[src/common/soc_map_pkg.sv]
`default_nettype none

package soc_map_pkg;

    // word addresses seen on the wishbone port.
    localparam logic [31:0] RAM_BASE   = 32'h0000_0000;
    localparam logic [31:0] SEG7_ADDR  = 32'h0000_0400;
    localparam logic [31:0] VIDEO_ADDR = 32'h0000_0410;
    localparam logic [31:0] TEXT_BASE  = 32'h0000_0800;

    // data memory depth in words.
    localparam int unsigned RAM_WORDS = 1024;

    // text screen geometry.
    localparam int unsigned TEXT_COLS  = 80;
    localparam int unsigned TEXT_ROWS  = 40;
    localparam int unsigned TEXT_WORDS = TEXT_COLS * TEXT_ROWS;

    // register values after reset.
    localparam logic [7:0] VIDEO_CTL_DEFAULT  = 8'hF7;
    localparam logic [7:0] CURSOR_COL_DEFAULT = 8'd1;
    localparam logic [7:0] CURSOR_ROW_DEFAULT = 8'd0;

    // digit scan counter width, top two bits pick the digit.
    localparam int unsigned SEG7_SCAN_BITS = 4;

endpackage

`default_nettype wire

[src/common/soc_types_pkg.sv]
`default_nettype none

package soc_types_pkg;

    // bus data and word address.
    typedef logic [31:0] word_t;
    typedef logic [31:0] addr_t;

    // text memory entries and their index.
    typedef logic [7:0]  char_t;
    typedef logic [11:0] text_addr_t;

    // control register payloads.
    typedef logic [7:0] video_ctl_t;
    typedef logic [6:0] cursor_col_t;
    typedef logic [5:0] cursor_row_t;

    // display lines, both active low; bit 7 of seg is the decimal point.
    typedef logic [7:0] seg_t;
    typedef logic [3:0] an_t;

endpackage

`default_nettype wire

[src/seg7/seg7_driver.sv]
`default_nettype none

module seg7_driver (
    input  wire logic                 clk,
    input  wire logic                 rst_n,
    input  wire logic                 stb,
    input  wire logic                 we,
    input  wire soc_types_pkg::word_t dat_w,
    output soc_types_pkg::word_t      dat_r,
    output logic                      ack,
    output soc_types_pkg::seg_t       seg,
    output soc_types_pkg::an_t        an
);

    localparam int unsigned SB = soc_map_pkg::SEG7_SCAN_BITS;

    logic [15:0]   value_q;
    logic [SB-1:0] scan_q;
    logic          scan_on;
    logic          step;
    logic [1:0]    digit;
    logic [3:0]    nibble;

    always_ff @(posedge clk) begin
        if (!rst_n) begin
            value_q <= '0;
            ack     <= 1'b0;
        end else begin
            ack <= stb && !ack;
            if (stb && we && !ack) begin
                value_q <= dat_w[15:0];
            end
        end
    end

    always_comb begin
        dat_r = '0;
        dat_r[15:0] = value_q;
    end

    // digit changes when the low counter bits wrap.
    assign step  = &scan_q[SB-3:0];
    assign digit = scan_q[SB-1 -: 2];

    always_ff @(posedge clk) begin
        if (!rst_n) begin
            scan_q  <= '0;
            scan_on <= 1'b0;
        end else begin
            scan_q  <= scan_q + 1'b1;
            scan_on <= scan_on || step;
        end
    end

    // dark until the first step.
    assign an = scan_on ? ~(soc_types_pkg::an_t'(1) << digit) : '1;

    assign nibble = value_q[{digit, 2'b00} +: 4];

    // active-low segments in gfedcba order.
    always_comb begin
        seg[7] = 1'b1;
        case (nibble)
            4'h0: seg[6:0] = 7'b1000000;
            4'h1: seg[6:0] = 7'b1111001;
            4'h2: seg[6:0] = 7'b0100100;
            4'h3: seg[6:0] = 7'b0110000;
            4'h4: seg[6:0] = 7'b0011001;
            4'h5: seg[6:0] = 7'b0010010;
            4'h6: seg[6:0] = 7'b0000010;
            4'h7: seg[6:0] = 7'b1111000;
            4'h8: seg[6:0] = 7'b0000000;
            4'h9: seg[6:0] = 7'b0010000;
            4'hA: seg[6:0] = 7'b0001000;
            4'hB: seg[6:0] = 7'b0000011;
            4'hC: seg[6:0] = 7'b1000110;
            4'hD: seg[6:0] = 7'b0100001;
            4'hE: seg[6:0] = 7'b0000110;
            default: seg[6:0] = 7'b0001110;
        endcase
    end

    // the lit digit moves up one place at each step.
    a_digit_step: assert property (@(posedge clk) disable iff (!rst_n)
        scan_on && step |=> an == $past({an[2:0], an[3]}));

endmodule

`default_nettype wire

[config.mk]
export PLATFORM = sky130hd
export DESIGN_NAME = seg7_driver
export DESIGN_NICKNAME = d
export VERILOG_FILES = /design/src/common/soc_map_pkg.sv /design/src/common/soc_types_pkg.sv /design/src/seg7/seg7_driver.sv
export SDC_FILE = /design/constraint.sdc
export NUM_CORES = 1
export LEC_CHECK = 0
export ABC_CLOCK_PERIOD_IN_PS = 2020
export CAP_MARGIN = 20
export CELL_PAD_IN_SITES_DETAIL_PLACEMENT = 0
export CELL_PAD_IN_SITES_GLOBAL_PLACEMENT = 1
export CORE_ASPECT_RATIO = 0.8
export CORE_UTILIZATION = 30
export CTS_BUF_LIST = sky130_fd_sc_hd__clkbuf_4 sky130_fd_sc_hd__clkbuf_8 sky130_fd_sc_hd__clkbuf_16
export DETAILED_ROUTE_END_ITERATION = 10
export DONT_BUFFER_PORTS = 1
export GPL_ROUTABILITY_DRIVEN = 0
export MAX_ROUTING_LAYER = met4
export PLACE_DENSITY = 0.62
export SYNTH_ARGS = -nofsm -noshare
export SYNTH_HDL_FRONTEND = slang
export SYNTH_SLANG_ARGS = --single-unit
[constraint.sdc]
create_clock -name clk -period 2.02 [get_ports clk]
set_input_delay 0.101 -clock clk [delete_from_list [all_inputs] [get_ports clk]]
set_output_delay 0.101 -clock clk [all_outputs]
set_load 0.01 [all_outputs]
==> flow_metrics.py <==
metrics = {
    "outcome": {
        "result_of_the_run": "finished with violations",
        "failed_checks": "DRC, setup timing",
    },
    "synth": {
        "synthesized_area_per_cell_um2": 9.04,
        "synth.cells.most_frequent": "nand2_1, dfxtp_1, buf_4",
        "synthCells": 146,
        "synth.yosys.seq_area_share": 0.334,
        "distinct_cell_type_count_after_synthesis": 28,
        "synthArstFlopShare": 0,
        "synth.area.top_cells": "dfxtp_1, buf_4, a21boi_0, nand2_1, mux4_2",
        "synth_warnings": 0,
        "netlist_area_um2": 1320,
        "synth_area_leader_cell": "dfxtp_1",
        "yosysTopAreaCellShare": 0.334,
        "synth_flop_cell": "dfxtp_1",
        "synth_edf_count": 0,
        "post-synth-top-count-cell": "nand2_1",
        "ys_seq_elements": 22,
    },
    "floorplanning": {
        "ioPinCount": 81,
        "coreArea_um2": 4200,
        "fp.dieArea_um2": 4670,
        "start_util": 0.314,
        "number_of_standard_cell_rows_in_the_floorplan": 21,
        "overall_die_height_um": 61.3,
        "floorplan.die.width_um": 76.2,
    },
    "setup_path": {
        "worstPathMaxFanout": 4,
        "critPathKind": "flip-flop to primary output",
        "worst_ep_required_ns": 1.92,
        "crit_arrival_ns": 2.01,
        "critical_path.startpoint_type": "flip-flop",
        "timing.critical_path.to_type": "primary output",
    },
    "global_route": {
        "grt_pass1_vias": 1027,
        "grtUsageTotal": 0.138,
        "first_pass_grt_wire_length_mm": 4.71,
        "globalRoute.totalOverflow": 0,
        "largest_net_degree_at_the_start_of_global_routing": 22,
        "grt_antenna_before_repair": 0,
    },
    "power": {
        "pwr-share-comb": 0.196,
        "pwr_density_cell_nw_per_um2": 590,
        "seq_power_share": 0.491,
        "clkPwrFrac": 0.313,
        "irDropWorstVdd_v": 0.000387,
        "netSwitchingFraction": 0.262,
        "internal_power_mw": 0.726,
        "power.static_leakage_nw": 0.667,
        "total_switching_power_mw": 0.258,
    },
    "sta": {
        "maxClockFrequency_mhz": 473,
        "timing.final.crit_period_ns": 2.11,
        "final_critical_path_setup_slack_ns": -0.0939,
        "final-hold-violation-count": 0,
        "rsz0062_at_grt": "true",
        "worst_clock_skew_ns": 0.00182,
        "slew-limit-headroom": 0.565,
        "final.period_utilization": 1.05,
        "tightest_slew_ns": 0.651,
        "finalSetupViolCount": 4,
        "timing.final.max_slew_violations": 0,
    },
    "final_layout": {
        "synthToLayoutAreaGrowth_pct": 26.4,
        "post_route_cells_drive_above_1_share": 0.208,
        "layout.core_utilization": 0.397,
        "insertedDiodeCount": 0,
        "fin_cells": 230,
        "finish.net_count": 217,
    },
    "hold_path": {
        "hp-class": "input port to flip-flop",
    },
    "clock_network": {
        "tritoncts": "built",
        "cts-buffers-inserted": 3,
        "cts-root-buf": "clkbuf_8",
        "h-tree-depth": 1,
        "worstSkewPairLatency_ns": 0.25,
        "clkSinkCount": 22,
        "cts.reportedPaths.clkPinSlew_ns": 0.08,
        "cts_max_path_buffers": 2,
    },
    "route": {
        "routed_wl_mm": 2.95,
        "remaining_drc_errors": 2,
        "wl_per_cell_um": 12.8,
        "num_vias": 1041,
        "detail_route.iter0.violations": 19,
        "dr.pass1.iters": 7,
        "final_antenna_net_count": 0,
        "post_drt_via_cell_ratio": 4.53,
    },
    "placed_design": {
        "hpwlAfterDp_mm": 2.05,
        "placement.io_buffers": 0,
        "placed_cells_incl_taps": 205,
    },
    "flow_run": {
        "maxCapViolations": 0,
    },
}
==> final timing paths <==
check / start / end / slack [ns] / cells after the start
max: scan_q[2] / seg[5] / -0.09 / 6
min: rst_n / ack / 0.008 / 1
min reg2reg: scan_q[0] / scan_q[0] / 0.45 / 1
max reg2reg: ack / value_q[3] / 0.67 / 3
==> stage by stage <==
| step | power (mW) | instance area [µm²] | hold WS, ns | setup TNS [ns] | setup slack (ns) |
|---|---|---|---|---|---|
| 2_1_floorplan | 0.624 | 1380 | 0.246 | 0 | 0.0437 |
| 3_3_place_gp | 0.635 | 1360 | 0.223 | 0 | 0.0598 |
| 3_5_place_dp | 0.640 | 1360 | 0.226 | 0 | 0.0360 |
| 4_1_cts | 0.994 | 1660 | 0.00242 | -0.184 | -0.0762 |
| 5_1_grt | 1.04 | 1670 | 0.0274 | -0.648 | -0.146 |
| 6_report | 0.983 | 1670 | 0.00751 | -0.175 | -0.0939 |
==> critical path, cell delays in order, from the launching register on <==
cell and delay [ns]:
dfxtp_4 0.38, mux4_2 0.58, ha_2 0.21, buf_4 0.14
mux2i_1 0.18, o22ai_1 0.11, buf_4 0.15
==> power groups by stage <==
stage | logic, mW | clock network (mW) | registers [mW]
after CTS | 0.191 | 0.319 | 0.484
after detailed placement | 0.148 | 0 | 0.492
after floorplan | 0.139 | 0 | 0.485
after global routing | 0.214 | 0.336 | 0.487
after global placement | 0.143 | 0 | 0.492
final | 0.193 | 0.308 | 0.483
==> metal layers <==
layer  vias to the layer above  track usage  part of all wire
li1                        512            -                 -
met1                       483        0.148              0.43
met2                        42        0.257              0.50
met3                         4       0.0311             0.060
met4                         0       0.0577             0.010
met5                         -            -                 0
==> placed cells by master, fill, tap and decap left out, types with 2 or more instances in the layout <==
master         netlist  final
inv_2                0      2
and2_1               3      3
inv_1                7      5
nand2_1             32     32
clkbuf_8             0      4
a21boi_0            16     16
nand3_1              3      3
and3b_1              2      2
mux4_2               4      5
o22ai_1              3      3
nand3b_1             4      4
xor2_1               2      2
buf_4               17     15
dlygate4sd3_1        0     17
ha_1                 7      4
mux2i_1              4      4
conb_1               2     17
dfxtp_1             22     20
ha_2                 0      2
==> state kept, by name (all words and copies together), names as in the netlist <==
signal   count
value_q     16
scan_q       4
ack          1
scan_on      1
==> cells by family (layout without fill, tap and decap cells) <==
kind of cell	count (synthesis)	after routing	synth area share
and+or+nand+nor	48	48	0.175
buffers and inverters	32	43	0.152
AOI/OAI and AO/OA	23	23	0.129
DFF	22	22	0.334
muxes	9	10	0.118
adders and majority gates	7	7	0.0663
xor gates and xnor gates	3	3	0.0199
other	2	17	0.00569
==> what timing repair did <==
item,CTS,global route
resized for setup,11,2
setup endpoints to repair,7,7
cloned,1,0
hold buffers,17,0
pin swaps,3,1
hold endpoints to repair,21,0
setup buffers,3,0
==> cell type report <==
cell class	count	area, µm²
Fill cell	434	2540
Multi-Input combinational cell	108	787
Sequential cell	22	445
Timing Repair Buffer	32	283
Tap cell	57	71.3
Clock buffer	4	55.1
Inverter	7	26.3
Note: power is estimated with default switching activity, not from simulation.
