[src/common/soc_types_pkg.sv]
`default_nettype none

package soc_types_pkg;

    // bus data and word address.
    typedef logic [31:0] word_t;
    typedef logic [31:0] addr_t;

    // text memory entries and their index.
    typedef logic [7:0]  char_t;
    typedef logic [11:0] text_addr_t;

    // control register payloads.
    typedef logic [7:0] video_ctl_t;
    typedef logic [6:0] cursor_col_t;
    typedef logic [5:0] cursor_row_t;

    // display lines, both active low; bit 7 of seg is the decimal point.
    typedef logic [7:0] seg_t;
    typedef logic [3:0] an_t;

endpackage

`default_nettype wire

[src/mmr.sv]
`default_nettype none

module mmr #(
    parameter type      payload_t = logic [7:0],
    parameter payload_t DEFAULT   = '0
) (
    input  wire logic                 clk,
    input  wire logic                 rst_n,
    input  wire logic                 stb,
    input  wire logic                 we,
    input  wire soc_types_pkg::word_t dat_w,
    output soc_types_pkg::word_t      dat_r,
    output logic                      ack,
    output payload_t                  val
);

    localparam int unsigned W = $bits(payload_t);

    always_ff @(posedge clk) begin
        if (!rst_n) begin
            val <= DEFAULT;
            ack <= 1'b0;
        end else begin
            ack <= stb && !ack;
            // low bits of the bus word only.
            if (stb && we && !ack) begin
                val <= payload_t'(dat_w[W-1:0]);
            end
        end
    end

    // readback, zero-extended.
    always_comb begin
        dat_r = '0;
        dat_r[W-1:0] = val;
    end

endmodule

`default_nettype wire

[config.mk]
export PLATFORM = sky130hd
export DESIGN_NAME = mmr
export DESIGN_NICKNAME = d
export VERILOG_FILES = /design/src/common/soc_types_pkg.sv /design/src/mmr.sv
export SDC_FILE = /design/constraint.sdc
export NUM_CORES = 1
export LEC_CHECK = 0
export BUFFER_PORTS_ARGS = -buffer_cell sky130_fd_sc_hd__buf_2
export CAP_MARGIN = 10
export CORE_UTILIZATION = 31
export DETAILED_ROUTE_END_ITERATION = 7
export MAX_ROUTING_LAYER = met4
export PLACE_DENSITY = 0.87
export SLEW_MARGIN = 20
export SYNTH_ARGS = -nofsm -noshare
export SYNTH_HDL_FRONTEND = slang
export SYNTH_SLANG_ARGS = --single-unit
[constraint.sdc]
create_clock -name clk -period 1.2 [get_ports clk]
set_clock_uncertainty 0.1 [all_clocks]
set_input_delay 0.3 -clock clk [delete_from_list [all_inputs] [get_ports clk]]
set_output_delay 0.3 -clock clk [all_outputs]
set_load 0.005 [all_outputs]
==> Implementation_results.wiki, run 1 <==
{| class="wikitable"
! Metric !! Value
|-
| Boundary pin count || 77
|-
| Signed area change from the synthesized netlist to the final layout || 6.160%
|-
| Clock period minus final worst setup slack || 1127 ps
|-
| Fill count || ~200
|-
| End of the worst register-to-register path || val[5]$_SDFFE_PN0P_
|-
| Most frequent standard cell in the layout excluding fill and tap cells || sky130_fd_sc_hd__buf_2
|-
| Worst endpoint data arrival time || 730 ps
|-
| Leakage power || 0.0003727 uW
|-
| Avg Cell Area, Syn || 8.582 um^2
|-
| Class of the most critical setup path || flip-flop to output port
|-
| Final Cycle Share || between 90% and 100%
|-
| HP Class || primary input to flip-flop
|-
| CP max stage delay || 350 ps
|-
| Die footprint || 2147 um^2
|-
| Number of cells on the worst hold path || 3
|-
| Synth Cell Area || 609.3 um^2
|-
| Core utilization of the finished layout || a little over a third
|-
| Antenna fix cells || 0
|-
| CP Buf/Inv Count || 1
|-
| H-Tree Depth || 1
|-
| Core area || 1783 um^2
|-
| Kind of cell adding the most delay to the critical path || flip-flops
|-
| Count of non-filler cells in the finished layout || between 100 and 150
|-
| Global-route total usage across every layer || around 8.5%
|-
| Final Hold Vio Count || 0
|-
| Share of the yosys chip area belonging to registers || approximately 30%
|-
| Number of buffers inserted by port buffering || 28
|-
| Unrepaired setup endpoints after global routing || no
|-
| Synthesized netlist cell count || 71
|-
| Layer with the highest usage || met2
|-
| Routed wirelength normalized by instance count || about 7.6 um
|-
| Gpl congestion || 0.7252
|-
| Hold-fix buffers, CTS || 0
|-
| Count of state elements after synthesis || 9
|-
| Highest-count cells in the layout ignoring fill and taps || 28 x sky130_fd_sc_hd__buf_2, 24 x sky130_fd_sc_hd__conb_1, 16 x sky130_fd_sc_hd__nand2_1
|-
| Die width || between 40 and 50 um
|-
| Cell Rows || 15
|-
| Met2 track demand over resource in global routing || 13.61%
|-
| Run status || finished clean
|-
| Routed via count || 407
|-
| Clock tree root driver cell || sky130_fd_sc_hd__clkbuf_4
|-
| Placed Area || 620.6 um^2
|-
| Cell-by-cell listing of the critical path || buf_2
|-
| Final max-slew violation count || 0
|-
| Power share of the sequential group || roughly 49%
|-
| Clock sink count || 9
|-
| M3 GR Usage || 3.529%
|-
| Number of antenna violations at the first check in global routing || 0
|-
| Detailed-route vias per instance || 3.479
|-
| Final global-route overflow total || 0
|-
| Via count of the first global-routing pass || 296
|-
| Number of setup buffers added after CTS || 0
|-
| Final WL || between 800 and 900 um
|-
| Clock transition at the registers of the reported paths || 60 ps
|-
| Antenna Nets Post-Route || 0
|-
| Met1 demand-to-capacity share in global routing || 8.451%
|-
| Height of the chip || 46.34 um
|-
| Data required time at the worst endpoint || 800 ps
|-
| First-pass GRT wire length || 1186 um
|-
| Critical Path Sink Type || output port
|-
| Clock insertion delay at the later pin of the skew report || 250 ps
|-
| Number of nets at the end of the flow || 129
|-
| Detailed-routing iteration count for the pre-antenna-repair pass || 1
|-
| Resize count post-CTS || 0
|-
| Initial Utilization || roughly a third
|-
| Iteration-0 DRC count of the detailed router || 0
|-
| Switching fraction of total power || between 20% and 30%
|-
| IR Drop Worst-Case VDD || ~0.00043 V
|-
| Number of distinct library cell variants in the gate-level netlist after synthesis || 9
|-
| Placed cell count || 113
|-
| Highest clock rate || 0.8874 GHz
|-
| Switching Power || 168.4 uW
|-
| Crit path max-delay cell type || sky130_fd_sc_hd__dfxtp_1
|-
| Final setup margin || 73.16 ps
|-
| Max-cap violation count || 0
|-
| Worst-path fanout max || 3
|-
| Pwr Density || 1026 nW/um^2
|-
| DRC || 0
|-
| Hold_sp || dat_w[7]
|-
| CTS buffer count || 3
|-
| Clock buffer depth || 2
|-
| Worst R2R Start || ack$_SDFF_PN0_
|-
| Part of the power in combinational logic || approximately 17%
|-
| Post-placement worst setup slack || between 100 and 150 ps
|-
| Worst-case reg-to-reg path depth || 3
|-
| Sort of element at the start of the critical path || flip-flop
|-
| Synth Warn # || 0
|-
| Setup slack, reg-to-reg || 140 ps
|-
| Share of cells above drive strength 1 || 35.87%
|-
| Internal power || 495.2 uW
|-
| Accumulated negative setup slack || 0 ps
|-
| TritonCTS clock tree || yes
|-
| Hold Crit Endpoint || val[7]$_SDFFE_PN0P_
|-
| Number of setup violations in the final report || 0
|-
| Pin count of the biggest net entering global routing || 18
|-
| Design Area, Final || roughly 650 um^2
|-
| Proportion of power drawn by the clock network || 34.5%
|}
[routing by layer]
| layer | share of wire [%] | up-vias | routed length, um |
|---|---|---|---|
| met1 | 41 | 169 | 364 |
| met5 | 0 | - | 0 |
| met3 | 11 | 0 | 94 |
| li1 | - | 207 | - |
| met2 | 48 | 31 | 430 |
| met4 | 0 | 0 | 0 |
[final cells by class]
cell class              count  area [um^2]  area share [%]
clock buffers               4        26.28           4.062
multi-input cells          50        249.0           38.49
flip-flops and latches      9        180.2           27.85
well taps                  25        31.28           4.836
repair buffers             29        160.2           24.76
[state kept, by name (all words and copies together) (netlist names)]
signal,count
val,8
ack,1
[worst max path at each step]
stage | from | end | slack [ps] | cells past startpoint
2_1_floorplan | ack$_SDFF_PN0_ | val[0]$_SDFFE_PN0P_ | 210 | 3
3_3_place_gp | stb | val[1]$_SDFFE_PN0P_ | 130 | 4
3_5_place_dp | stb | val[6]$_SDFFE_PN0P_ | 110 | 4
4_1_cts | val[7]$_SDFFE_PN0P_ | dat_r[7] | 60 | 1
5_1_grt | val[1]$_SDFFE_PN0P_ | dat_r[1] | 20 | 1
6_report | val[7]$_SDFFE_PN0P_ | dat_r[7] | 70 | 1
[cells by family (layout without fill, tap and decap cells)]
kind of cell | after synthesis | after routing | synth area share [%]
and+or+nand+nor | 18 | 18 | 12.94
other | 1 | 24 | 0.6154
DFF | 9 | 9 | 29.57
muxes | 8 | 8 | 13.14
buffers and inverters | 35 | 33 | 43.74
[power groups by stage]
stage          registers, uW  clock network [uW]  logic [uW]
2_1_floorplan            332                   0         135
3_3_place_gp             329                   0         109
3_5_place_dp             330                   0         111
4_1_cts                  324                 243         112
5_1_grt                  325                 260         128
6_report                 323                 229         111
[tightest hold or removal path, cell delays in order]
cell and delay (ps):
sky130_fd_sc_hd__buf_2 90, sky130_fd_sc_hd__nand2_1 40, sky130_fd_sc_hd__mux2i_1 50
[synthesized netlist by cell type]
cell type,number,area [um^2]
sky130_fd_sc_hd__clkbuf_4,1,7.510
sky130_fd_sc_hd__mux2i_1,8,80.08
sky130_fd_sc_hd__nand2_1,16,60.06
sky130_fd_sc_hd__conb_1,1,3.750
sky130_fd_sc_hd__buf_6,1,11.26
sky130_fd_sc_hd__dfxtp_1,9,180.2
sky130_fd_sc_hd__buf_4,33,247.7
sky130_fd_sc_hd__and3b_2,1,10.01
sky130_fd_sc_hd__and3b_1,1,8.760
[metrics by stage]
step                hold WS (ps)  power, uW
finish                     185.7      663.6
floorplan                  342.1      466.4
detailed placement         359.9      441.5
CTS                        176.5      678.4
global placement           349.9      438.2
global route               179.6      713.7
Note: power is estimated with default switching activity, not from simulation.
==> run 2, diff against run 1 <==
ABC_AREA = 1   (was unset)
CORE_UTILIZATION = 32   (was 31)
PLACE_DENSITY = 0.88   (was 0.87)
==> Implementation_results.wiki, run 2 <==
{| class="wikitable"
! Metric !! Value
|-
| End of the worst register-to-register path || val[6]$_SDFFE_PN0P_
|-
| Design Area, Final || 650.6 um^2
|-
| Run status || finished clean
|-
| CTS buffer count || 3
|-
| Fraction of registers with async set or reset after synthesis || 0%
|-
| Clock tree root driver cell || sky130_fd_sc_hd__clkbuf_4
|-
| H-Tree Depth || 1
|-
| Critical Path Sink Type || output port
|-
| Height of the chip || 46.22 um
|-
| Number of nets at the end of the flow || 145
|-
| Biggest register || val
|-
| Synth Warn # || 0
|-
| Via count of the first global-routing pass || 304
|-
| HP Class || primary input to flip-flop
|-
| Synthesized netlist cell count || 87
|-
| TritonCTS clock tree || yes
|-
| Pin count of the biggest net entering global routing || 17
|-
| Largest register FFs || 8
|-
| Kind of cell adding the most delay to the critical path || flip-flops
|-
| Leakage power || 0.0004204 uW
|-
| Detailed-route vias per instance || 3.346
|-
| Area of the multi-input gates || 239.0 um^2
|-
| Max-cap violation count || 0
|-
| Global-route total usage across every layer || 8.970%
|-
| Setup slack, reg-to-reg || 230 ps
|-
| Clock insertion delay at the later pin of the skew report || 260 ps
|-
| Die footprint || 2136 um^2
|-
| Worst endpoint data arrival time || 720 ps
|-
| Number of setup buffers added after CTS || 0
|-
| Die width || 46.22 um
|-
| Leading post-synthesis cells by instance count || 33 x sky130_fd_sc_hd__buf_4, 16 x sky130_fd_sc_hd__nor2_1, 14 x sky130_fd_sc_hd__nand2_1
|-
| Cell Rows || 15
|-
| Final global-route overflow total || 0
|-
| Core area || 1783 um^2
|-
| Class of the most critical setup path || flip-flop to output port
|-
| IR Drop Worst-Case VDD || 0.0005142 V
|-
| Hold_sp || dat_w[2]
|-
| Clock period minus final worst setup slack || 1122 ps
|-
| Number of distinct library cell variants in the gate-level netlist after synthesis || 11
|-
| Number of antenna violations at the first check in global routing || 0
|-
| Final max-slew violation count || 0
|-
| Pwr Density || 1063 nW/um^2
|-
| Signed area change from the synthesized netlist to the final layout || 4.000%
|-
| Largest registers ranked by flip-flop count || val: 8 flops, ack: 1 flops
|-
| Most frequent cell after synthesis || sky130_fd_sc_hd__buf_4
|-
| Data required time at the worst endpoint || 800 ps
|-
| Number of buffers inserted by port buffering || 28
|-
| Worst R2R Start || ack$_SDFF_PN0_
|-
| Initial Utilization || 35.09%
|-
| Routed via count || 445
|-
| Top cells by area, synth || sky130_fd_sc_hd__buf_4 40%, sky130_fd_sc_hd__dfxtp_1 29%, sky130_fd_sc_hd__nor2_1 9.6%
|-
| Top_reg_cell synth || sky130_fd_sc_hd__dfxtp_1
|-
| Hold-fix buffers, CTS || 0
|-
| Number of synthesized flops with an enable pin || 0
|-
| Register area || 180.2 um^2
|-
| DP Wirelength || 653.3 um
|-
| Antenna Nets Post-Route || 0
|-
| Worst-case reg-to-reg path depth || 4
|-
| Gpl congestion || 0.5763
|-
| Clock sink count || 9
|-
| Highest-count cells in the layout ignoring fill and taps || 28 x sky130_fd_sc_hd__buf_2, 24 x sky130_fd_sc_hd__conb_1, 16 x sky130_fd_sc_hd__nor2_1
|-
| Clock buffer depth || 2
|-
| Cell-by-cell listing of the critical path || buf_2
|-
| DRC || 0
|-
| Share of the yosys chip area belonging to registers || 28.80%
|-
| Detailed-routing iteration count for the pre-antenna-repair pass || 4
|-
| Count of state elements after synthesis || 9
|-
| Iteration-0 DRC count of the detailed router || 7
|-
| Resize count post-CTS || 0
|-
| Hold Crit Endpoint || val[2]$_SDFFE_PN0P_
|-
| CP Buf/Inv Count || 1
|-
| CP max stage delay || 340 ps
|-
| Highest clock rate || 0.8914 GHz
|-
| Unrepaired setup endpoints after global routing || no
|-
| Number of cells on the worst hold path || 3
|-
| Final WL || 852 um
|-
| Share of Yosys cell area claimed by the top area cell type || 39.60%
|-
| Synth Cell Area || 625.6 um^2
|-
| Clock transition at the registers of the reported paths || 60 ps
|-
| Placed Area || between 600 and 700 um^2
|-
| Share of cells above drive strength 1 || roughly 32%
|-
| Final Cycle Share || 93.49%
|-
| Avg Cell Area, Syn || 7.191 um^2
|-
| Cell taking the most area after synthesis || sky130_fd_sc_hd__buf_4
|-
| Boundary pin count || 77
|-
| Number of setup violations in the final report || 0
|-
| Accumulated negative setup slack || 0 ps
|-
| Antenna fix cells || 0
|-
| Crit path max-delay cell type || sky130_fd_sc_hd__dfxtp_1
|-
| Sort of element at the start of the critical path || flip-flop
|-
| Routed wirelength normalized by instance count || 6.406 um
|-
| Worst-path fanout max || 2
|-
| Fill count || 205
|-
| First-pass GRT wire length || 1214 um
|-
| Most frequent standard cell in the layout excluding fill and tap cells || sky130_fd_sc_hd__buf_2
|-
| Final Hold Vio Count || 0
|}
## run 2: cell count changes after synthesis, sizes merged
cell,change
nor2,+16
and3,+1
clkbuf,-1
inv,+9
and3b,-2
nand3,+1
mux2i,-8
## run 2: kinds of logic after synthesis
family        after synthesis  share of synthesized area (%)
buf+inv                    43                          46.80
flops                       9                          28.80
other cells                 1                         0.5994
simple gates               34                          23.80
## run 2: area by class of cell
class,instances,area share [%]
Tap cell,25,4.808
Clock buffer,4,4.038
Timing Repair Buffer,28,21.54
Multi-Input combinational cell,58,36.73
Inverter,9,5.192
Sequential cell,9,27.69
## run 2: how the worst max path moves through the flow
| stage | start | end | slack [ps] | cells past startpoint |
|---|---|---|---|---|
| 2_1_floorplan | ack$_SDFF_PN0_ | val[0]$_SDFFE_PN0P_ | 270 | 5 |
| 3_3_place_gp | stb | val[7]$_SDFFE_PN0P_ | 200 | 4 |
| 3_5_place_dp | stb | val[6]$_SDFFE_PN0P_ | 190 | 4 |
| 4_1_cts | val[1]$_SDFFE_PN0P_ | val[1] | 60 | 1 |
| 5_1_grt | val[6]$_SDFFE_PN0P_ | val[6] | 20 | 1 |
| 6_report | ack$_SDFF_PN0_ | ack | 80 | 1 |
## run 2: through the flow
step | setup slack, ps | std cells | utilization (%) | hold WS, ps | power (uW)
floorplan | 267.8 | 110 | - | 334.9 | 496.4
global placement | 199.1 | 129 | 35.02 | 408.0 | 469.2
CTS | 60.42 | 133 | 36.49 | 150.6 | 707.1
detailed placement | 188.9 | 129 | 35.02 | 409.6 | 470.4
global route | 21.31 | 133 | 36.49 | 173.6 | 750.8
finish | 78.14 | 133 | 36.49 | 159.2 | 691.4
## run 2: report_power, final
part	internal, uW	switching [uW]	total, uW	leakage, uW
clock	128	100	228	0.0000150
combinational	56.7	75.1	132	0.000331
sequential	320	11.8	331	0.0000742
## run 2: routing by layer
metal | GRT usage [%] | up-vias | wire length (um)
li1 | - | 236 | -
met1 | 8.726 | 175 | 368
met2 | 13.24 | 34 | 392
met3 | 5.882 | 0 | 91
met4 | 5.294 | 0 | 0
met5 | - | - | 0
==> run 3, diff against run 2 <==
CORE_UTILIZATION = 30   (was 32)
PLACE_DENSITY = 0.84   (was 0.88)
==> Implementation_results.wiki, run 3 (synthesis gave the netlist of run 2 again) <==
{| class="wikitable"
! Metric !! Value
|-
| Run status || finished clean
|-
| Switching Power || 186.1 uW
|-
| Number of setup violations in the final report || 0
|-
| Clock tree root driver cell || sky130_fd_sc_hd__clkbuf_4
|-
| Number of setup buffers added after CTS || 0
|-
| IR Drop Worst-Case VDD || slightly below 0.0004 V
|-
| Leakage power || 0.0004208 uW
|-
| Pwr Density || between 1000 and 1500 nW/um^2
|-
| Pin count of the biggest net entering global routing || 17
|-
| Accumulated negative setup slack || 0 ps
|-
| Crit path max-delay cell type || sky130_fd_sc_hd__dfxtp_1
|-
| Highest-count cells in the layout ignoring fill and taps || 28 x sky130_fd_sc_hd__buf_2, 24 x sky130_fd_sc_hd__conb_1, 16 x sky130_fd_sc_hd__nor2_1
|-
| Biggest register || val
|-
| Iteration-0 DRC count of the detailed router || 3
|-
| Initial Utilization || a little under a third
|-
| Clock insertion delay at the later pin of the skew report || about 250 ps
|-
| Routed via count || 450
|-
| TritonCTS clock tree || yes
|-
| Global-route total usage across every layer || 9.634%
|-
| Antenna fix cells || 0
|-
| Clock period minus final worst setup slack || between 1000 and 1500 ps
|-
| Highest clock rate || 0.8939 GHz
|-
| First-pass GRT wire length || around 1400 um
|-
| CP Buf/Inv Count || 1
|-
| Internal power || 504.5 uW
|-
| Clock transition at the registers of the reported paths || 60 ps
|-
| Gpl congestion || 0.6354
|-
| DP Wirelength || 694.5 um
|-
| DRC || 0
|-
| Power share of the sequential group || 48.1%
|-
| End of the worst register-to-register path || val[7]$_SDFFE_PN0P_
|-
| Die footprint || 2272 um^2
|-
| CP max stage delay || 350 ps
|-
| Clock buffer depth || 2
|-
| Final WL || between 800 and 900 um
|-
| HP Class || primary input to flip-flop
|-
| Via count of the first global-routing pass || 347
|-
| Timing startpoint of the critical path || val[7]$_SDFFE_PN0P_
|-
| Unrepaired setup endpoints after global routing || no
|-
| Proportion of power drawn by the clock network || 32.6%
|-
| Number of nets at the end of the flow || 145
|-
| Share of cells above drive strength 1 || 33.33%
|-
| Worst-case reg-to-reg path depth || 4
|-
| H-Tree Depth || 1
|-
| Final Cycle Share || 93.22%
|-
| Boundary pin count || 77
|-
| Detailed-routing iteration count for the pre-antenna-repair pass || 4
|-
| Signed area change from the synthesized netlist to the final layout || 4.600%
|-
| Antenna Nets Post-Route || 0
|-
| Final Hold Vio Count || 0
|-
| Die width || 47.67 um
|-
| Hold-fix buffers, CTS || 0
|-
| Worst endpoint data arrival time || 720 ps
|-
| Setup slack, reg-to-reg || 240 ps
|-
| Cell depth of the worst setup path || 1
|-
| Routed wirelength normalized by instance count || roughly 6.7 um
|-
| Largest register FFs || 8
|-
| Number of antenna violations at the first check in global routing || 0
|-
| CTS buffer count || 3
|-
| Part of the power in combinational logic || 19.3%
|-
| Cell Rows || 16
|-
| Number of buffers inserted by port buffering || 28
|-
| Last element of the critical path || dat_r[7]
|-
| Largest registers ranked by flip-flop count || val: 8 flops, ack: 1 flops
|-
| Final global-route overflow total || 0
|-
| Final max-slew violation count || 0
|-
| Core area || 1962 um^2
|-
| Cell-by-cell listing of the critical path || buf_2
|-
| Resize count post-CTS || 0
|-
| Fill count || 239
|-
| Worst-path fanout max || 3
|-
| Sort of element at the start of the critical path || flip-flop
|-
| Count of non-filler cells in the finished layout || 135
|-
| Switching fraction of total power || between 20% and 30%
|-
| Most frequent standard cell in the layout excluding fill and tap cells || sky130_fd_sc_hd__buf_2
|-
| Placed cell count || 131
|-
| Worst R2R Start || ack$_SDFF_PN0_
|-
| Kind of cell adding the most delay to the critical path || flip-flops
|-
| Height of the chip || 47.67 um
|-
| Class of the most critical setup path || flip-flop to output port
|-
| Critical Path Sink Type || output port
|-
| Hold_sp || dat_w[3]
|-
| Data required time at the worst endpoint || 800 ps
|-
| Detailed-route vias per instance || 3.333
|-
| Max-cap violation count || 0
|-
| Clock sink count || 9
|}
[run 3: cell counts in the layout (fill, tap and decap cells not counted)]
No cell type changed its count.
[run 3: through the flow]
step	hold WS, ps	instance area, um^2	util (%)	setup slack (ps)	total power, uW
2_1_floorplan	334.9	711.9	-	267.8	496.4
3_3_place_gp	408.0	626.9	31.95	190.0	469.9
3_5_place_dp	406.7	626.9	31.95	176.4	472.5
4_1_cts	154.9	653.1	33.29	58.89	709.3
5_1_grt	161.9	654.4	33.35	1.642	760.2
6_report	165.9	654.4	33.35	81.36	690.6
[run 3: power by group through the flow]
stage,Clock (uW),Combinational (uW),Sequential (uW)
2_1_floorplan,0,155,342
3_3_place_gp,0,132,338
3_5_place_dp,0,134,339
4_1_cts,243,134,332
5_1_grt,260,164,337
6_report,225,133,332
[run 3: layer usage]
layer	GRT usage [%]	wire, um	vias to the layer above
li1	-	-	238
met1	8.520	358	182
met2	16.99	437	30
met3	6.792	103	0
met4	1.667	0	0
met5	-	0	-
[run 3: how the worst min path moves through the flow]
stage,cells past startpoint,endpoint
after floorplan,2,val[0]$_SDFFE_PN0P_
after global placement,4,val[6]$_SDFFE_PN0P_
after detailed placement,4,val[0]$_SDFFE_PN0P_
after CTS,3,val[3]$_SDFFE_PN0P_
after global routing,3,val[3]$_SDFFE_PN0P_
final,3,val[3]$_SDFFE_PN0P_
[run 3: cell type report]
type,count,area [um^2],share of cell area (%)
Multi-Input combinational cell,58,239.0,36.52
Sequential cell,9,181.4,27.72
Timing Repair Buffer,28,140.1,21.41
Inverter,9,33.78,5.163
Tap cell,27,33.78,5.163
Clock buffer,4,26.28,4.015
