[config.mk]
export PLATFORM = sky130hd
export DESIGN_NAME = bus_decode
export DESIGN_NICKNAME = d
export VERILOG_FILES = /design/src/common/soc_map_pkg.sv /design/src/common/soc_types_pkg.sv /design/src/bus_decode.sv
export SDC_FILE = /design/constraint.sdc
export NUM_CORES = 1
export LEC_CHECK = 0
export ABC_AREA = 1
export BUFFER_PORTS_ARGS = -buffer_cell sky130_fd_sc_hd__clkbuf_2
export CAP_MARGIN = 25
export CORE_AREA = 2 2 120 122
export DETAILED_ROUTE_END_ITERATION = 12
export DIE_AREA = 0 0 122 124
export GPL_TIMING_DRIVEN = 0
export SLEW_MARGIN = 20
export SYNTH_ARGS = -nofsm -noshare
export SYNTH_HDL_FRONTEND = slang
export SYNTH_SLANG_ARGS = --single-unit
[constraint.sdc]
create_clock -name clk -period 4.4 [get_ports clk]
set_clock_uncertainty 0.2 [all_clocks]
set_input_delay 0.88 -clock clk [delete_from_list [all_inputs] [get_ports clk]]
set_output_delay 0.88 -clock clk [all_outputs]
set_load 0.005 [all_outputs]
[src/common/soc_map_pkg.sv]
`default_nettype none

package soc_map_pkg;

    // word addresses seen on the wishbone port.
    localparam logic [31:0] RAM_BASE   = 32'h0000_0000;
    localparam logic [31:0] SEG7_ADDR  = 32'h0000_0400;
    localparam logic [31:0] VIDEO_ADDR = 32'h0000_0410;
    localparam logic [31:0] TEXT_BASE  = 32'h0000_0800;

    // data memory depth in words.
    localparam int unsigned RAM_WORDS = 1024;

    // text screen geometry.
    localparam int unsigned TEXT_COLS  = 80;
    localparam int unsigned TEXT_ROWS  = 40;
    localparam int unsigned TEXT_WORDS = TEXT_COLS * TEXT_ROWS;

    // register values after reset.
    localparam logic [7:0] VIDEO_CTL_DEFAULT  = 8'hF7;
    localparam logic [7:0] CURSOR_COL_DEFAULT = 8'd1;
    localparam logic [7:0] CURSOR_ROW_DEFAULT = 8'd0;

    // digit scan counter width, top two bits pick the digit.
    localparam int unsigned SEG7_SCAN_BITS = 4;

endpackage

`default_nettype wire

[src/common/soc_types_pkg.sv]
`default_nettype none

package soc_types_pkg;

    // bus data and word address.
    typedef logic [31:0] word_t;
    typedef logic [31:0] addr_t;

    // text memory entries and their index.
    typedef logic [7:0]  char_t;
    typedef logic [11:0] text_addr_t;

    // control register payloads.
    typedef logic [7:0] video_ctl_t;
    typedef logic [6:0] cursor_col_t;
    typedef logic [5:0] cursor_row_t;

    // display lines, both active low; bit 7 of seg is the decimal point.
    typedef logic [7:0] seg_t;
    typedef logic [3:0] an_t;

endpackage

`default_nettype wire

[src/bus_decode.sv]
`default_nettype none

module bus_decode (
    input  wire logic                 clk,
    input  wire logic                 rst_n,
    input  wire logic                 cyc,
    input  wire logic                 stb,
    input  wire soc_types_pkg::addr_t adr,
    output logic                      ram_stb,
    output logic                      seg7_stb,
    output logic                      ctl_stb,
    output logic                      col_stb,
    output logic                      row_stb,
    output logic                      text_stb,
    output soc_types_pkg::addr_t      off,
    input  wire logic                 ram_ack,
    input  wire logic                 seg7_ack,
    input  wire logic                 ctl_ack,
    input  wire logic                 col_ack,
    input  wire logic                 row_ack,
    input  wire logic                 text_ack,
    input  wire soc_types_pkg::word_t ram_dat,
    input  wire soc_types_pkg::word_t seg7_dat,
    input  wire soc_types_pkg::word_t ctl_dat,
    input  wire soc_types_pkg::word_t col_dat,
    input  wire soc_types_pkg::word_t row_dat,
    input  wire soc_types_pkg::word_t text_dat,
    output soc_types_pkg::word_t      dat_r,
    output logic                      ack
);

    soc_types_pkg::addr_t ram_rel;
    soc_types_pkg::addr_t text_rel;
    logic in_ram;
    logic in_seg7;
    logic in_ctl;
    logic in_col;
    logic in_row;
    logic in_text;
    logic in_none;
    logic req;
    logic none_ack;
    logic [5:0] sel_q;

    // unsigned wrap makes each range check a single compare.
    assign ram_rel  = adr - soc_map_pkg::RAM_BASE;
    assign text_rel = adr - soc_map_pkg::TEXT_BASE;
    assign in_ram   = ram_rel < soc_map_pkg::RAM_WORDS;
    assign in_text  = text_rel < soc_map_pkg::TEXT_WORDS;
    assign in_seg7  = adr == soc_map_pkg::SEG7_ADDR;
    assign in_ctl   = adr == soc_map_pkg::VIDEO_ADDR;
    assign in_col   = adr == soc_map_pkg::VIDEO_ADDR + 32'd1;
    assign in_row   = adr == soc_map_pkg::VIDEO_ADDR + 32'd2;
    assign in_none  = !(in_ram || in_text || in_seg7 || in_ctl || in_col || in_row);

    assign req      = cyc && stb;
    assign ram_stb  = req && in_ram;
    assign seg7_stb = req && in_seg7;
    assign ctl_stb  = req && in_ctl;
    assign col_stb  = req && in_col;
    assign row_stb  = req && in_row;
    assign text_stb = req && in_text;
    assign off      = in_text ? text_rel : ram_rel;

    always_ff @(posedge clk) begin
        if (!rst_n) begin
            sel_q    <= '0;
            none_ack <= 1'b0;
        end else begin
            sel_q    <= req ? {in_text, in_row, in_col, in_ctl, in_seg7, in_ram} : 6'b0;
            // unmapped accesses complete here, write data dropped.
            none_ack <= req && in_none && !none_ack;
        end
    end

    assign ack = ram_ack || seg7_ack || ctl_ack || col_ack || row_ack || text_ack || none_ack;

    // and-or mux, zero when nothing selected.
    always_comb begin
        dat_r = '0;
        if (sel_q[0]) dat_r = dat_r | ram_dat;
        if (sel_q[1]) dat_r = dat_r | seg7_dat;
        if (sel_q[2]) dat_r = dat_r | ctl_dat;
        if (sel_q[3]) dat_r = dat_r | col_dat;
        if (sel_q[4]) dat_r = dat_r | row_dat;
        if (sel_q[5]) dat_r = dat_r | text_dat;
    end

    a_one_ack: assert property (@(posedge clk) disable iff (!rst_n)
        $onehot0({ram_ack, seg7_ack, ctl_ack, col_ack, row_ack, text_ack, none_ack}));

    a_ack_single: assert property (@(posedge clk) disable iff (!rst_n)
        ack |=> !ack);

endmodule

`default_nettype wire

==> impl_summary.md, run 1 <==
Layout
The fraction of layout cells with a size suffix above 1 is 0.429. The number of inserted filler cells in the final layout is ~1,600. At the end of the flow, the number of nets in the layout was 1,030. The number of antenna diodes is 0.

In the final layout, the multi-input gates occupy ~0.0019 mm². The most common library cell in the layout ignoring fill and taps is sky130_fd_sc_hd__clkbuf_2. Registers take 140 µm². The post-synthesis to final-layout area growth is 76.1%. The top cell types in the final layout, fill and taps aside, are sky130_fd_sc_hd__clkbuf_2, sky130_fd_sc_hd__nand2_1, sky130_fd_sc_hd__nor2_1.

Power and ir drop
The cell internal power dissipation is 291 µW. The worst IR drop on VDD is approximately 0.058 mV. For this design the static power due to leakage is 2.46 nW. Of the total power, combinational logic draws 0.471.

The share of total power dissipated in sequential elements is 0.157. The switching share of power is 0.289. The share of total power dissipated in the clock network is 0.372. Dividing total power by cell area gives a power density of 97.0 mW/mm². The analysis attributes to net switching a power of 119 µW.

Critical path
The setup path with the least slack is of type in -> out. STA classifies the critical path startpoint as a primary input. The reg-to-reg setup timing slack is about 3.4 ns. Data on the critical path arrives at its endpoint at between 2 and 3 ns. At the worst endpoint, the required time is approximately 3.3 ns. The worst setup path is captured at an output pin. The biggest fanout along the worst timing path is 7.

Counting cells, the worst reg-to-reg path comes to 5. In this run the critical register-to-register path is captured at none_ack$_SDFF_PN0_. The worst flop-to-flop path startpoint is none_ack$_SDFF_PN0_.

Logic synthesis
The number of storage elements in the synthesis netlist is 7. The Yosys step of the flow raised 0 warnings. Among all flip-flop cells after synthesis, the most frequent one is sky130_fd_sc_hd__dfxtp_1. For this run, asynchronously set or reset flops after synthesis account for 0. Counting distinct cell types in the post-synthesis netlist gives 28. The count of flip-flops with a built-in enable after synthesis is 0. The net count after synthesis is 721. The share of synthesized area occupied by flip-flops and latches is 0.0584.

The synthesized cell area is 0.00240 mm². Dividing the synthesized area by the synthesized cell count gives 4.94 µm². The instance count of the mapped netlist is 486.

Placed design
Buffers placed on the I/O ports in this run total 304. The HPWL after detailed placement is 13.4 mm. Before CTS, the worst setup slack after placement is 0.707 ns.

The final RePlAce weighted congestion is 0.888.

STA
The max-slew violation count came to 0. The maximum operating frequency is 273 MHz. After layout, the worst setup slack is 0.743 ns.

Setup total negative slack on the finished layout was measured at 0 ns. Setup violations remaining at the end of the flow were counted as 0. The worst pin sits at a relative slew slack of 0.537. The measured slew at the worst slew-check pin is just under 0.7 ns. The time the worst path needs with I/O delays and setup is ~3.7 ns.

Setup repair after global routing left no endpoint under its margin. The final number of hold-violating endpoints is 0. The ratio of final minimum period to clock period is 0.831.

CTS
CTS built an H-tree with a depth of 1. The number of hold-repair buffers added at the cts stage is 0. The tree is rooted in a sky130_fd_sc_hd__clkbuf_16. The maximum buffer depth of the clock tree is 2. CTS saw 7 sinks. After clock tree synthesis, the clock-pin slew on the worst setup and hold paths is 0.04 ns. The insertion delay of the later-clocked pin in the worst-skew pair is 0.23 ns.

After clock tree synthesis, the setup repair step added 0 buffers. Clock tree synthesis inserted a total of 3 buffers. The CTS tree is built. The post-CTS resize count is 0.

Floorplan
305 I/O pins were placed. The initial utilization of the core area, before any placement, comes to 0.175. The die boundary width is roughly 120 µm.

Row generation in the floorplan step produced 43 rows. The core region is 0.0137 mm². The die area is 0.0151 mm².

The die is roughly 120 µm tall.

Detailed routing
The routed layout has 4,346 vias. In the final routed layout, each cell accounts on average for roughly 16 µm. For this run, design rule violations remaining after detail routing come to 0. The number of detailed-routing iterations run before antenna repair is 5. The remaining antenna violation count after routing is 0. The iteration-0 DRC count of the detailed router is 227. In the routed layout, each cell is associated on average with a via count of 4.46. For this block, the routed nets add up to around 15 mm of wire.

Hold path
The min-delay analysis places its worst path in the category reg -> reg. The worst hold path passes through 5 cells. In this run the most critical hold path is launched from none_ack$_SDFF_PN0_. The end point of the most critical hold path is none_ack$_SDFF_PN0_.

Global route
The via count of the first global-routing pass is 4,053. The maximum number of pins on one net before global-route repair is 11. The first-pass GRT wire length is 21.3 mm. The overall global routing resource usage is 0.184. The number of antenna violations at the first check in global routing is 0. The total overflow left after global routing is 0.

Outcome
The run finished with clean final reports.

Flow run
The number of violations of the max-capacitance limit is 0.
==> worst max-delay path by stage <==
stage               startpoint  endpoint  slack [ns]  depth (start not counted)
floorplan              adr[11]   off[12]        1.27                         12
global placement       adr[11]   off[14]        0.73                         14
detailed placement     adr[11]   off[14]        0.71                         14
CTS                    adr[11]   off[14]        0.69                         14
global route           adr[11]   off[14]        0.53                         14
finish                 adr[11]   off[14]        0.74                         14
==> synthesized netlist by cell type (2+ instances only) <==
cell type | count | share of area
sky130_fd_sc_hd__nor3_1 | 4 | 0.0083
sky130_fd_sc_hd__inv_1 | 31 | 0.048
sky130_fd_sc_hd__clkbuf_1 | 33 | 0.052
sky130_fd_sc_hd__nand4_1 | 10 | 0.026
sky130_fd_sc_hd__nand3b_1 | 2 | 0.0063
sky130_fd_sc_hd__nor2_1 | 54 | 0.084
sky130_fd_sc_hd__dfxtp_1 | 7 | 0.058
sky130_fd_sc_hd__nand3_1 | 50 | 0.10
sky130_fd_sc_hd__inv_2 | 2 | 0.0031
sky130_fd_sc_hd__nand2_1 | 210 | 0.33
sky130_fd_sc_hd__buf_1 | 2 | 0.0031
sky130_fd_sc_hd__nand2_2 | 5 | 0.013
sky130_fd_sc_hd__nor2_2 | 8 | 0.021
sky130_fd_sc_hd__buf_4 | 11 | 0.034
sky130_fd_sc_hd__a221oi_1 | 32 | 0.12
sky130_fd_sc_hd__nand3_2 | 2 | 0.0083
sky130_fd_sc_hd__nor4_1 | 2 | 0.0052
sky130_fd_sc_hd__a22o_1 | 7 | 0.026
sky130_fd_sc_hd__nor2_4 | 5 | 0.023
==> cells by family after synthesis <==
kind of cell	share of synthesized area
AO/OA/AOI/OAI	0.150
XOR/XNOR	0.00365
flip-flops	0.0584
adder cells (fa/ha/maj)	0.00521
buffers and inverters	0.141
AND/OR/NAND/NOR	0.642
==> critical path, cell delays in order <==
cell and delay, ns:
sky130_fd_sc_hd__clkbuf_2 0.13, sky130_fd_sc_hd__inv_2 0.13, sky130_fd_sc_hd__ha_1 0.22, sky130_fd_sc_hd__nand2_2 0.12, sky130_fd_sc_hd__inv_2 0.12, sky130_fd_sc_hd__nand2_2 0.07, sky130_fd_sc_hd__nor2_2 0.10, sky130_fd_sc_hd__nand2_1 0.08
sky130_fd_sc_hd__nand2_1 0.09, sky130_fd_sc_hd__nor3b_2 0.18, sky130_fd_sc_hd__nand2_1 0.11, sky130_fd_sc_hd__nor2_4 0.16, sky130_fd_sc_hd__nor2_1 0.08, sky130_fd_sc_hd__clkbuf_2 0.11
==> area by class of cell <==
cell class                      count  share of cell area
Buffer                             46              0.0506
Clock buffer                        4              0.0187
Inverter                           33              0.0293
Multi-Input combinational cell    400               0.455
Sequential cell                     7              0.0332
Tap cell                          180              0.0533
Timing Repair Buffer              304               0.360
==> sequential cells by signal, summed over array words and instances (netlist names) <==
name,cells
sel_q,6
none_ack,1
==> stage by stage <==
stage | util | hold WS (ns) | cells | power [mW] | instance area (µm²)
2_1_floorplan | - | 0.363 | 486 | 0.119 | 2400
3_3_place_gp | 0.302 | 0.477 | 970 | 0.257 | 4150
3_5_place_dp | 0.302 | 0.477 | 970 | 0.259 | 4150
4_1_cts | 0.308 | 0.485 | 974 | 0.413 | 4230
5_1_grt | 0.308 | 0.534 | 974 | 0.437 | 4230
6_report | 0.308 | 0.477 | 974 | 0.410 | 4230
==> layer usage <==
metal / wire length, µm / track usage
met1: 5520 / 0.194
met2: 7890 / 0.359
met3: 1520 / 0.0527
met4: 345 / 0.0417
met5: 0 / 0
==> power groups by stage <==
stage	combinational, mW	sequential [mW]	clock, mW
2_1_floorplan	0.0534	0.0653	0
3_3_place_gp	0.192	0.0655	0
3_5_place_dp	0.193	0.0655	0
4_1_cts	0.194	0.0645	0.154
5_1_grt	0.215	0.0645	0.158
6_report	0.193	0.0645	0.152
Power figures use the tool's default switching activity.
==> run 2, diff against run 1 <==
--- a/config.mk
+++ b/config.mk
@@ -8,9 +8,9 @@
 export ABC_AREA = 1
 export BUFFER_PORTS_ARGS = -buffer_cell sky130_fd_sc_hd__clkbuf_2
 export CAP_MARGIN = 25
-export CORE_AREA = 2 2 120 122
+export CORE_AREA = 2 2 118 120
 export DETAILED_ROUTE_END_ITERATION = 12
-export DIE_AREA = 0 0 122 124
+export DIE_AREA = 0 0 120 122
 export GPL_TIMING_DRIVEN = 0
 export SLEW_MARGIN = 20
 export SYNTH_ARGS = -nofsm -noshare
==> constraint.sdc (replaced) <==
create_clock -name clk -period 3.53 [get_ports clk]
set_clock_uncertainty 0.2 [all_clocks]
set_input_delay 0.706 -clock clk [delete_from_list [all_inputs] [get_ports clk]]
set_output_delay 0.706 -clock clk [all_outputs]
set_load 0.005 [all_outputs]
==> impl_summary.md, run 2 (synthesis results as in run 1) <==
Floorplan
The effective utilization at floorplan is 0.178 (was 0.175). The I/O pin count came to 305 (unchanged). The die area is 0.0146 mm² (was 0.0151 mm²). The die span in y came to 122 µm (was 124 µm).

The die boundary width came to 120 µm (was 122 µm). The core region area came to 0.0135 mm² (was 0.0137 mm²). The standard-cell row count is 43 (unchanged).

Hold path
The type of the worst min-delay path is reg -> reg (unchanged).

STA
The worst relative slew slack was 0.503 (was 0.537). The aggregate negative setup slack is 0 ns (unchanged). Unrepaired setup endpoints after global routing: no (unchanged).

The max-slew violation count came to 0 (unchanged). The final number of hold-violating endpoints was 0 (unchanged). The number of failing setup endpoints in the final timing report was 0 (unchanged). The maximum operating frequency is 304 MHz.

The ratio of final minimum period to clock period is 0.932. The measured slew at the worst slew-check pin is 0.745 ns (was 0.695 ns). The time the worst path needs with I/O delays and setup is 3.29 ns.

Power and ir drop
The power per standard cell area is 121 mW/mm² (was 97.0 mW/mm²). The static leakage power is 2.46 nW (about the same). The cell internal power dissipation came to 363 µW (was 291 µW). The proportion of power drawn by flip-flops and latches is 0.157 (about the same). The switching share of power came to 0.290 (was 0.289). The worst IR drop on VDD is 0.0661 mV (was 0.0585 mV). The switching power summed over all nets is 148 µW (was 119 µW). The sum of internal, switching and leakage power is 512 µW (was 410 µW). The share of total power in combinational logic came to 0.472 (was 0.471). The portion of total power attributed to the clock network came to 0.371 (was 0.372).

Critical path
The critical path class is in -> out (unchanged). The critical path endpoint is off[14] (unchanged). The worst flop-to-flop path startpoint was none_ack$_SDFF_PN0_ (unchanged).

The cell family contributing the most delay on the critical path is simple AND/OR/NAND/NOR gates (unchanged). The worst path arrival time is 2.38 ns (was 2.58 ns). The peak per-stage delay on the critical path came to 0.22 ns (about the same). The worst path buffer plus inverter count is 4 (unchanged). Cell chain of the critical path: clkbuf_2, inv_2, ha_1, nand2_2, inv_2, nand2_2, nor2_2, nand2_1, nand2_1, nor3b_2, nand2_1, nor2_4, nor2_1, clkbuf_2 (unchanged).

The cell depth of the worst setup path came to 14 (unchanged). The reg-to-reg setup timing slack came to 2.52 ns (was 3.36 ns). The cell with the largest stage delay on the worst path is sky130_fd_sc_hd__ha_1 (unchanged). The required time of the critical path came to 2.62 ns (was 3.32 ns). The reg-to-reg endpoint is none_ack$_SDFF_PN0_ (unchanged).

The element type at the critical path start was a primary input (unchanged). The launch point of the worst path is adr[11] (unchanged). The critical path capture point type is an output pin (unchanged). The worst reg-to-reg path cell count is 5 (unchanged). The biggest fanout along the worst timing path is 7 (unchanged). The critical path's most frequent cell is sky130_fd_sc_hd__nand2_1 (unchanged).

Detailed routing
The iteration-0 DRC count of the detailed router is 214 (was 227). The number of detailed-routing iterations run before antenna repair is 4 (was 5). The length of routed met2 wiring is 7.79 mm (was 7.89 mm). The detailed-route DRC error count is 0 (unchanged). The uppermost layer routed was met4 (unchanged). The mean routed wirelength per cell is 15.7 µm (about the same).

The via-per-instance ratio came to 4.46 (about the same). The post-detailed-routing wire length is 15.3 mm (about the same). The routed length on met3 came to 1.26 mm (was 1.52 mm).

The sum of routed wire segments on met1 is 5.83 mm (was 5.52 mm). The total vias in the final route is 4,354 (was 4,346). The remaining antenna violation count after routing is 0 (unchanged).

Outcome
Run status: completed (unchanged).

Layout
The final design instance area without fill is 0.00423 mm² (about the same). The count of nets after finishing is 1,030 (unchanged). The fraction of layout cells with a size suffix above 1 is 0.431 (was 0.429). The register name with the most flops was sel_q (unchanged). Most frequent cells in the layout: sky130_fd_sc_hd__clkbuf_2, sky130_fd_sc_hd__nand2_1, sky130_fd_sc_hd__nor2_1 (unchanged). Largest registers: sel_q (6), none_ack (1) (unchanged).

The number of flip-flops in the largest register was 6 (unchanged). The post-layout instance count excluding filler cells came to 976 (was 974). The most common library cell in the layout ignoring fill and taps is sky130_fd_sc_hd__clkbuf_2 (unchanged).

The post-synthesis to final-layout area growth was 76.4% (was 76.1%).

CTS
The maximum buffer depth of the clock tree is 2 (unchanged). The post-CTS resize count is 0 (unchanged). The clock net sink count was 7 (unchanged). The CTS tree is built (unchanged). The number of setup buffers added after CTS is 0 (unchanged). The insertion delay of the later-clocked pin in the worst-skew pair is 0.23 ns (about the same). The buffer type at the clock tree root is sky130_fd_sc_hd__clkbuf_16 (unchanged).

The H-tree depth came to 1 (unchanged). The number of hold-repair buffers added at the cts stage was 0 (unchanged). The total clock buffers created by CTS is 3 (unchanged). The clock transition at the registers of the reported paths is 0.04 ns (about the same).

Placed design
The HPWL after detailed placement was 13.5 mm (was 13.4 mm). The number of buffers added on ports is 304 (unchanged). The instance count after placement with tap cells included came to 970 (unchanged).

The placed instance area was 0.00415 mm² (unchanged). The final RePlAce weighted congestion is 0.936 (was 0.888).

Global route
The maximum number of pins on one net before global-route repair came to 11 (unchanged). The via count of the first global-routing pass came to 4,114 (was 4,053). The overall global routing resource usage is 0.195 (was 0.184). The number of antenna violations at the first check in global routing was 2 (was 0). The first-pass GRT wire length is 22.0 mm (was 21.3 mm). The overflow left after global routing was 0 (unchanged).

Flow run
The number of violations of the max-capacitance limit was 0 (unchanged).
## run 2: how the worst min path moves through the flow
stage	start	cells after the start	to
2_1_floorplan	none_ack$_SDFF_PN0_	5	none_ack$_SDFF_PN0_
3_3_place_gp	none_ack$_SDFF_PN0_	5	none_ack$_SDFF_PN0_
3_5_place_dp	none_ack$_SDFF_PN0_	5	none_ack$_SDFF_PN0_
4_1_cts	none_ack$_SDFF_PN0_	5	none_ack$_SDFF_PN0_
5_1_grt	none_ack$_SDFF_PN0_	5	none_ack$_SDFF_PN0_
6_report	none_ack$_SDFF_PN0_	5	none_ack$_SDFF_PN0_
## run 2: layout make-up
| cell class | instances | area (µm²) |
|---|---|---|
| fill | 1598 | 9270 |
| multi-input combinational | 400 | 1920 |
| timing repair buffer | 304 | 1520 |
| tap | 180 | 225 |
| buffer | 46 | 214 |
| sequential | 7 | 140 |
| inverter | 33 | 124 |
| clock buffer | 4 | 78.8 |
| antenna | 2 | 5.00 |
## run 2: worst reg2reg max path, cell delays in order (launching register included)
cell                      delay (ns)
sky130_fd_sc_hd__dfxtp_1        0.32
sky130_fd_sc_hd__nor2_1         0.10
sky130_fd_sc_hd__nand2_1        0.07
sky130_fd_sc_hd__nor2_1         0.11
sky130_fd_sc_hd__nand2_1        0.06
sky130_fd_sc_hd__nor2_1         0.09
## run 2: per-layer routing
metal  GRT usage  vias to the layer above
met5           0                        -
li1            -                     2208
met4      0.0529                        0
met1       0.221                     1924
met2       0.364                      200
met3      0.0435                       22
## run 2: power by group through the flow
stage	registers, mW	clock network [mW]	logic, mW
6_report	0.0804	0.190	0.241
5_1_grt	0.0804	0.198	0.268
4_1_cts	0.0805	0.193	0.243
3_5_place_dp	0.0817	0	0.241
3_3_place_gp	0.0817	0	0.239
2_1_floorplan	0.0814	0	0.0666
## run 2: metrics by stage
| step | hold WS (ns) | util | setup slack (ns) |
|---|---|---|---|
| after floorplan | 0.363 | - | 0.745 |
| after global placement | 0.479 | 0.307 | 0.205 |
| after detailed placement | 0.473 | 0.307 | 0.208 |
| after CTS | 0.481 | 0.313 | 0.192 |
| after global routing | 0.529 | 0.313 | 0.00497 |
| final | 0.457 | 0.313 | 0.240 |
